==> src/nes_video_pkg.sv <==
package nes_video_pkg;

  // clock and frame rate
  localparam int CLOCK_RATE   = 10_000_000;          // hz
  localparam int FPS          = 60;
  localparam int FRAME_CYCLES = CLOCK_RATE / FPS;    // clocks per displayed frame

  // lcd raster
  localparam int FRAME_WIDTH  = 480;
  localparam int FRAME_HEIGHT = 272;
  localparam int HBLANK       = 100;                 // extra slots per line
  localparam int VBLANK       = 10;                  // extra lines per raster

  localparam int LINE_CYCLES   = FRAME_WIDTH + HBLANK;
  localparam int RASTER_LINES  = FRAME_HEIGHT + VBLANK;
  localparam int RASTER_CYCLES = LINE_CYCLES * RASTER_LINES;

  // idle time left over once the raster has been swept
  localparam int FRAME_GAP = FRAME_CYCLES - RASTER_CYCLES;

  // nes picture, centred in the raster
  localparam int IMAGE_WIDTH  = 256;
  localparam int IMAGE_HEIGHT = 240;
  localparam int X_OFFSET     = 112;
  localparam int Y_OFFSET     = 16;

  // 3-3-2 rgb shown outside the nes window
  localparam logic [7:0] BG_COLOR = 8'h00;  // black

  // counter widths
  localparam int POS_W = 10;  // raster x/y, 580 and 282 fit
  localparam int CNT_W = 12;  // gap counter, 3106 fits

endpackage

==> src/raster_if.sv <==
interface raster_if import nes_video_pkg::*; ();

  logic [POS_W-1:0] x;            // slot within the line
  logic [POS_W-1:0] y;            // line within the raster
  logic             scan;         // sequencer sweeping
  logic             line_active;  // x inside the visible width

  // position source
  modport sequencer (
    output x,
    output y,
    output scan,
    output line_active
  );

  // window decode
  modport mapper (
    input x,
    input y,
    input scan,
    input line_active
  );

endinterface

==> src/frame_timer.sv <==
module frame_timer import nes_video_pkg::*; (
  input  logic clk,
  input  logic rst,
  input  logic i_raster_done,
  output logic o_start
);

  logic [CNT_W-1:0] gap_cnt;
  logic             armed;    // counting towards the next raster
  logic             gap_end;

  assign gap_end = (gap_cnt == CNT_W'(FRAME_GAP - 1));

  // one cycle, on the last gap slot, so the raster starts right after it
  assign o_start = armed & gap_end;

  always_ff @(posedge clk) begin
    if (rst) begin
      gap_cnt <= '0;
      armed   <= 1'b1;        // first raster follows reset
    end else if (i_raster_done) begin
      gap_cnt <= '0;          // restart the gap from the raster end
      armed   <= 1'b1;
    end else if (armed) begin
      if (gap_end) begin
        gap_cnt <= '0;
        armed   <= 1'b0;      // wait for the sequencer
      end else begin
        gap_cnt <= gap_cnt + 1'b1;
      end
    end
  end

endmodule

==> src/nes_lcd_top.sv <==
module nes_lcd_top import nes_video_pkg::*; (
  input  logic             clk,
  input  logic             rst,
  input  logic [5:0]       i_sys_palette_idx,  // from the ppu
  output logic [POS_W-1:0] o_nes_x,
  output logic [POS_W-1:0] o_nes_y,
  output logic [POS_W-1:0] o_nes_y_next,
  output logic             o_pix_pulse,
  output logic             o_vblank,
  output logic             o_video_hsync,
  output logic             o_sof_stb,
  output logic [2:0]       o_r,
  output logic [2:0]       o_g,
  output logic [1:0]       o_b
);

  logic start;        // timer to sequencer
  logic raster_done;  // sequencer back to timer
  logic pixel_valid;  // mapper to palette, one cycle late

  raster_if u_ras ();

  frame_timer u_frame_timer (
    .clk           (clk),
    .rst           (rst),
    .i_raster_done (raster_done),
    .o_start       (start)
  );

  raster_sequencer u_raster_sequencer (
    .clk           (clk),
    .rst           (rst),
    .i_start       (start),
    .o_raster_done (raster_done),
    .o_sof_stb     (o_sof_stb),
    .o_video_hsync (o_video_hsync),
    .o_vblank      (o_vblank),
    .ras           (u_ras.sequencer)
  );

  nes_window_map u_nes_window_map (
    .clk           (clk),
    .rst           (rst),
    .ras           (u_ras.mapper),
    .o_nes_x       (o_nes_x),
    .o_nes_y       (o_nes_y),
    .o_nes_y_next  (o_nes_y_next),
    .o_pix_pulse   (o_pix_pulse),
    .o_pixel_valid (pixel_valid)
  );

  nes_palette_rgb u_nes_palette_rgb (
    .i_pixel_valid (pixel_valid),
    .i_palette_idx (i_sys_palette_idx),
    .o_r           (o_r),
    .o_g           (o_g),
    .o_b           (o_b)
  );

endmodule

==> src/nes_palette_rgb.sv <==
module nes_palette_rgb import nes_video_pkg::*; (
  input  logic       i_pixel_valid,
  input  logic [5:0] i_palette_idx,
  output logic [2:0] o_r,
  output logic [2:0] o_g,
  output logic [1:0] o_b
);

  logic [7:0] rgb;  // r, g, b packed 3-3-2

  // approximation of the nes system palette
  always_comb begin
    case (i_palette_idx)
      6'h00: rgb = {3'd3, 3'd3, 2'd1};
      6'h01: rgb = {3'd1, 3'd0, 2'd2};
      6'h02: rgb = {3'd0, 3'd0, 2'd2};
      6'h03: rgb = {3'd2, 3'd0, 2'd2};
      6'h04: rgb = {3'd4, 3'd0, 2'd1};
      6'h05: rgb = {3'd5, 3'd0, 2'd0};
      6'h06: rgb = {3'd5, 3'd0, 2'd0};
      6'h07: rgb = {3'd3, 3'd0, 2'd0};
      6'h08: rgb = {3'd2, 3'd1, 2'd0};
      6'h09: rgb = {3'd0, 3'd2, 2'd0};
      6'h0a: rgb = {3'd0, 3'd2, 2'd0};
      6'h0b: rgb = {3'd0, 3'd1, 2'd0};
      6'h0c: rgb = {3'd0, 3'd1, 2'd1};
      6'h0d: rgb = 8'h00;  // unused columns are black
      6'h0e: rgb = 8'h00;
      6'h0f: rgb = 8'h00;
      6'h10: rgb = {3'd5, 3'd5, 2'd2};
      6'h11: rgb = {3'd0, 3'd3, 2'd3};
      6'h12: rgb = {3'd1, 3'd1, 2'd3};
      6'h13: rgb = {3'd4, 3'd0, 2'd3};
      6'h14: rgb = {3'd5, 3'd0, 2'd2};
      6'h15: rgb = {3'd7, 3'd0, 2'd1};
      6'h16: rgb = {3'd6, 3'd1, 2'd0};
      6'h17: rgb = {3'd6, 3'd2, 2'd0};
      6'h18: rgb = {3'd4, 3'd3, 2'd0};
      6'h19: rgb = {3'd0, 3'd4, 2'd0};
      6'h1a: rgb = {3'd0, 3'd5, 2'd0};
      6'h1b: rgb = {3'd0, 3'd4, 2'd0};
      6'h1c: rgb = {3'd0, 3'd4, 2'd2};
      6'h1d: rgb = 8'h00;
      6'h1e: rgb = 8'h00;
      6'h1f: rgb = 8'h00;
      6'h20: rgb = {3'd7, 3'd7, 2'd3};  // white
      6'h21: rgb = {3'd1, 3'd5, 2'd3};
      6'h22: rgb = {3'd2, 3'd4, 2'd3};
      6'h23: rgb = {3'd5, 3'd4, 2'd3};
      6'h24: rgb = {3'd7, 3'd3, 2'd3};
      6'h25: rgb = {3'd7, 3'd3, 2'd2};
      6'h26: rgb = {3'd7, 3'd3, 2'd1};
      6'h27: rgb = {3'd7, 3'd4, 2'd0};
      6'h28: rgb = {3'd7, 3'd5, 2'd0};
      6'h29: rgb = {3'd4, 3'd6, 2'd0};
      6'h2a: rgb = {3'd2, 3'd6, 2'd1};
      6'h2b: rgb = {3'd2, 3'd7, 2'd2};
      6'h2c: rgb = {3'd0, 3'd7, 2'd3};
      6'h2d: rgb = 8'h00;
      6'h2e: rgb = 8'h00;
      6'h2f: rgb = 8'h00;
      6'h30: rgb = {3'd7, 3'd7, 2'd3};
      6'h31: rgb = {3'd5, 3'd7, 2'd3};
      6'h32: rgb = {3'd6, 3'd6, 2'd3};
      6'h33: rgb = {3'd6, 3'd6, 2'd3};
      6'h34: rgb = {3'd7, 3'd6, 2'd3};
      6'h35: rgb = {3'd7, 3'd6, 2'd3};
      6'h36: rgb = {3'd7, 3'd5, 2'd2};
      6'h37: rgb = {3'd7, 3'd6, 2'd2};
      6'h38: rgb = {3'd7, 3'd7, 2'd2};
      6'h39: rgb = {3'd7, 3'd7, 2'd2};
      6'h3a: rgb = {3'd5, 3'd7, 2'd2};
      6'h3b: rgb = {3'd5, 3'd7, 2'd3};
      6'h3c: rgb = {3'd4, 3'd7, 2'd3};
      6'h3d: rgb = 8'h00;
      6'h3e: rgb = 8'h00;
      6'h3f: rgb = 8'h00;
    endcase
  end

  // border and blanking show the background
  assign {o_r, o_g, o_b} = i_pixel_valid ? rgb : BG_COLOR;

endmodule

==> src/nes_window_map.sv <==
module nes_window_map import nes_video_pkg::*; (
  input  logic             clk,
  input  logic             rst,
  raster_if.mapper         ras,
  output logic [POS_W-1:0] o_nes_x,
  output logic [POS_W-1:0] o_nes_y,
  output logic [POS_W-1:0] o_nes_y_next,
  output logic             o_pix_pulse,
  output logic             o_pixel_valid
);

  logic             x_in;
  logic             y_in;
  logic             in_window;
  logic [POS_W-1:0] x_ahead;
  logic             ahead_in;
  logic [POS_W-1:0] nes_y;

  assign x_in = (ras.x >= POS_W'(X_OFFSET)) && (ras.x < POS_W'(X_OFFSET + IMAGE_WIDTH));
  assign y_in = (ras.y >= POS_W'(Y_OFFSET)) && (ras.y < POS_W'(Y_OFFSET + IMAGE_HEIGHT));

  assign in_window = ras.scan && ras.line_active && x_in && y_in;

  // two slots ahead, since the pulse is registered and leads by one
  // window ends well before the line does, so no wrap to handle
  assign x_ahead  = ras.x + POS_W'(2);
  assign ahead_in = ras.scan && y_in &&
                    (x_ahead >= POS_W'(X_OFFSET)) &&
                    (x_ahead < POS_W'(X_OFFSET + IMAGE_WIDTH));

  assign nes_y        = in_window ? ras.y - POS_W'(Y_OFFSET) : '0;
  assign o_nes_x      = in_window ? ras.x - POS_W'(X_OFFSET) : '0;
  assign o_nes_y      = nes_y;
  assign o_nes_y_next = nes_y + 1'b1;  // ppu prefetch of the next line

  always_ff @(posedge clk) begin
    if (rst) begin
      o_pix_pulse   <= 1'b0;
      o_pixel_valid <= 1'b0;
    end else begin
      o_pix_pulse   <= ahead_in;
      o_pixel_valid <= in_window;  // lines up with the ppu answer
    end
  end

endmodule

==> src/raster_sequencer.sv <==
module raster_sequencer import nes_video_pkg::*; (
  input  logic        clk,
  input  logic        rst,
  input  logic        i_start,
  output logic        o_raster_done,
  output logic        o_sof_stb,
  output logic        o_video_hsync,
  output logic        o_vblank,
  raster_if.sequencer ras
);

  typedef enum logic {
    IDLE,
    SCAN
  } state_t;

  state_t           state;
  logic [POS_W-1:0] x_q;
  logic [POS_W-1:0] y_q;
  logic             scan;
  logic             line_active;
  logic             line_end;
  logic             raster_end;

  assign scan        = (state == SCAN);
  assign line_active = (x_q < POS_W'(FRAME_WIDTH));
  assign line_end    = (x_q == POS_W'(LINE_CYCLES - 1));
  assign raster_end  = scan && line_end && (y_q == POS_W'(RASTER_LINES - 1));

  assign o_raster_done = raster_end;  // last slot of the raster
  assign o_vblank      = ~scan;

  assign ras.x           = x_q;
  assign ras.y           = y_q;
  assign ras.scan        = scan;
  assign ras.line_active = line_active;

  always_ff @(posedge clk) begin
    if (rst) begin
      state         <= IDLE;
      x_q           <= '0;
      y_q           <= '0;
      o_sof_stb     <= 1'b0;
      o_video_hsync <= 1'b0;
    end else begin
      o_sof_stb     <= 1'b0;
      o_video_hsync <= scan && line_active;  // lags x by one

      case (state)
        IDLE: begin
          if (i_start) begin
            state     <= SCAN;
            x_q       <= '0;
            y_q       <= '0;
            o_sof_stb <= 1'b1;                // high in the first scan cycle
          end
        end

        SCAN: begin
          if (line_end) begin
            x_q <= '0;
            if (raster_end) begin
              y_q   <= '0;
              state <= IDLE;
            end else begin
              y_q <= y_q + 1'b1;
            end
          end else begin
            x_q <= x_q + 1'b1;
          end
        end

        default: state <= IDLE;
      endcase
    end
  end

endmodule

==> config.mk <==
export PLATFORM = sky130hd
export DESIGN_NAME = nes_lcd_top
export DESIGN_NICKNAME = d
export VERILOG_FILES = /design/src/nes_video_pkg.sv /design/src/raster_if.sv /design/src/frame_timer.sv /design/src/nes_lcd_top.sv /design/src/nes_palette_rgb.sv /design/src/nes_window_map.sv /design/src/raster_sequencer.sv
export SDC_FILE = /design/constraint.sdc
export NUM_CORES = 1
export LEC_CHECK = 0
export BUFFER_PORTS_ARGS = -buffer_cell sky130_fd_sc_hd__buf_2
export CAP_MARGIN = 25
export CORE_UTILIZATION = 30
export DETAILED_ROUTE_END_ITERATION = 7
export MAX_ROUTING_LAYER = met4
export PLACE_DENSITY = 0.46
export SYNTH_ARGS = -nofsm -noshare
export SYNTH_HDL_FRONTEND = slang
export SYNTH_SLANG_ARGS = --single-unit
==> constraint.sdc <==
create_clock -name clk -period 3.7 [get_ports clk]
set_input_delay 0.185 -clock clk [delete_from_list [all_inputs] [get_ports clk]]
set_output_delay 0.185 -clock clk [all_outputs]
set_load 0.05 [all_outputs]
==> impl_metrics.env <==
export IMPL_status="completed"
export IMPL_synth_nets=472
export IMPL_pre_cts_slack_ns=0.2599
export IMPL_place_inst=615
export IMPL_hold_viol_final=0
export IMPL_clock_sinks=38
export IMPL_diodes=0
export IMPL_grt_pass1_wl_mm=15.55
export IMPL_rows=37
export IMPL_portBuffers=49
export IMPL_ios=50
export IMPL_cap_viol_max_count=0
export IMPL_clock_latency_ns=0.29
export IMPL_end_kind="output pin"
export IMPL_grt_remaining_overflow=0
export IMPL_h_tree_depth=2
export IMPL_seq_area_frac_synth_pct=23.07
export IMPL_fin_crit_ns=3.459
export IMPL_core_um2=10510
export IMPL_cts_hold_buf=0
export IMPL_ys_ff_latch=38
export IMPL_fp_dieH_um=106.8
export IMPL_tritoncts="yes"
export IMPL_cts_made_buffers=5
export IMPL_chipWidth_um=106.8
export IMPL_slew_viol_final=0
export IMPL_clk_pin_slew_worst_paths_ns=0.08
export IMPL_worstPathArrival_ns=3.27
export IMPL_dp_hpwl_mm=6.870
export IMPL_root_buffer="clkbuf_8"
export IMPL_first_pass_iters=5
export IMPL_synthCells=444
export IMPL_via_per_inst=5.400
export IMPL_tightest_slew_ns=0.7909
export IMPL_mappedNetlistArea_um2=3297
export IMPL_startpoint_type="flop"
export IMPL_ys_types=59
export IMPL_antenna_found_initial=0
export IMPL_clock_path_buffers=2
export IMPL_ir_drop_uv=145.4
export IMPL_slew_headroom_pct=46.71
export IMPL_synth_flop_cell="dfxtp_1"
export IMPL_p_leak_nw=1.478
export IMPL_drive_gt1_share_pct=19.10
export IMPL_ant_nets=0
export IMPL_finalNetCount=514
export IMPL_wire_per_inst_um=15.07
export IMPL_drt_iter0_markers=215
export IMPL_worstHoldPathType="primary input to flop"
export IMPL_vias=3364
export IMPL_synthToLayoutAreaGrowth_pct=16.39
export IMPL_start_util_pct=31.37
export IMPL_track_usage_pct=17.20
export IMPL_finalSetupViolations=0
export IMPL_critical_path_required_ns=3.51
export IMPL_rrSetupSlack_ns=1.48
export IMPL_final_core_util_pct=36.52
export IMPL_power_density_nw_per_um2=213.7
export IMPL_gp_congestion=0.8050
export IMPL_ys_warn_count=0
export IMPL_die_area_um2=11410
export IMPL_nFillCells=1129
export IMPL_grt_start_max_net_pins=31
export IMPL_fin_worst_skew_ns=0.005172
export IMPL_period_share_pct=93.48
export IMPL_postRouteWirelength_mm=9.391
export IMPL_ys_async_sr_fraction_pct=0
export IMPL_fin_ws_ns=0.2412
export IMPL_p_total_uw=820.2
export IMPL_fin_tns_setup_ns=0
export IMPL_crit_type="flop to output pin"
export IMPL_layout_cells_non_filler=623
export IMPL_cp_max_fo=6
export IMPL_clock_fmax_mhz=289.1
export IMPL_grt_pass1_vias=3028
export IMPL_synth_avg_cell_area_um2=7.425
export IMPL_drc=0
export IMPL_synth_edf_count=0
-- area by class of cell --
cell class,count,area [um^2],area share (%)
clock buffers,6,82.58,2.152
clock inverters,2,12.51,0.3261
inverters,31,116.4,3.032
multi-input cells,345,2322,60.52
flip-flops and latches,38,762.0,19.86
well taps,136,170.2,4.434
repair buffers,65,371.6,9.684
-- state kept, by name, indices dropped and copies added, names as in the netlist --
signal and cells:
u_frame_timer.gap_cnt 12, u_raster_sequencer.ras.x 10, u_raster_sequencer.ras.y 10, u_frame_timer.armed 1, u_nes_window_map.o_pix_pulse 1, u_nes_window_map.o_pixel_valid 1
u_raster_sequencer.o_sof_stb 1, u_raster_sequencer.o_video_hsync 1, u_raster_sequencer.ras.scan 1
-- worst max-delay path: stages, from the launching register on --
cell	delay (ns)
dfxtp_2	0.35
inv_1	0.10
ha_1	0.20
nor4bb_2	0.30
o211a_1	0.19
or4b_4	0.52
nor2_4	0.11
ha_1	0.21
nand3_2	0.15
o41ai_2	0.30
o211ai_1	0.19
a21oi_4	0.18
buf_6	0.17
-- stage by stage --
stage	cell area (um^2)	hold slack (ns)
after floorplan	3329	0.4417
after global placement	3712	0.4695
after detailed placement	3712	0.4758
after CTS	3814	0.2987
after global routing	3837	0.3180
final	3837	0.3021
-- synthesized netlist by cell type, types with 5 or more instances --
master     n  area share, %
xnor2_1   15            4.0
o221ai_1  10            2.7
nor3b_1    9            2.0
a31oi_1    7            1.3
ha_1      20            7.6
clkbuf_1  19            2.2
a311oi_1   8            2.1
nor2b_1    7            1.3
dfxtp_1   38             23
a21oi_1   22            3.3
nand3b_1   5            1.1
inv_1     29            3.3
nor3_1    13            2.0
nand4_1   14            2.7
nand2_1   22            2.5
nand2b_1  11            2.1
o211ai_1   6            1.4
buf_2      5           0.76
xor2_1     6            1.6
o21ai_0   19            2.9
nor2_1    57            6.5
nand3_1   30            4.6
-- power by group --
part	leakage (nW)	internal, mW	total, mW	switching (mW)
logic	1.12	0.0343	0.0940	0.0597
registers	0.307	0.411	0.414	0.00308
clock network	0.0472	0.150	0.312	0.162
-- worst paths after layout --
kind	start	to	cells past startpoint
max	u_raster_sequencer.ras.y[5]	o_nes_y_next[8]	12
min reg2reg	u_frame_timer.gap_cnt[11]	u_frame_timer.gap_cnt[11]	2
max reg2reg	u_raster_sequencer.ras.x[1]	u_frame_timer.gap_cnt[3]	5
min	rst	u_nes_window_map.o_pixel_valid	2
-- metal layers --
metal	up-vias	share of wire, %	GRT usage, %
li1	1702	-	-
met1	1547	49	23.80
met2	108	45	25.94
met3	7	5.2	3.100
met4	0	0.85	4.012
met5	-	0	-
-- repair_timing --
| item | CTS | global route |
|---|---|---|
| hold endpoints to repair | 0 | 0 |
| pin swaps | 0 | 1 |
| buffers inserted | 0 | 0 |
| gates resized for setup | 2 | 5 |
| setup endpoints to repair | 1 | 1 |
-- cells by family (layout without fill, tap and decap cells) --
logic type                 Yosys count  in the layout  synth area share, %
and+or+nand+nor                    198            198                32.30
DFF                                 38             38                23.07
xor gates and xnor gates            21             21                5.579
AOI/OAI and AO/OA                  100            100                21.06
muxes                                6              6                2.239
buffers and inverters               61            104                8.159
adders and majority gates           20             20                7.590
-- layout by cell type (no fill, tap or decap), drive strengths merged, types with 6 or more instances in the layout --
master and instances:
nor2b 7, o221ai 10, nor2 59, nand4 14, xnor2 15, nand2b 11
a31oi 7, nand2 22, clkbuf 6, a311oi 8, o211ai 6, a21oi 22
buf 65, nand3 30, dfxtp 38, nor3b 9, ha 20, xor2 6
o21ai 19, inv 29, nor3 13
Note: power is estimated with default switching activity, not from simulation.
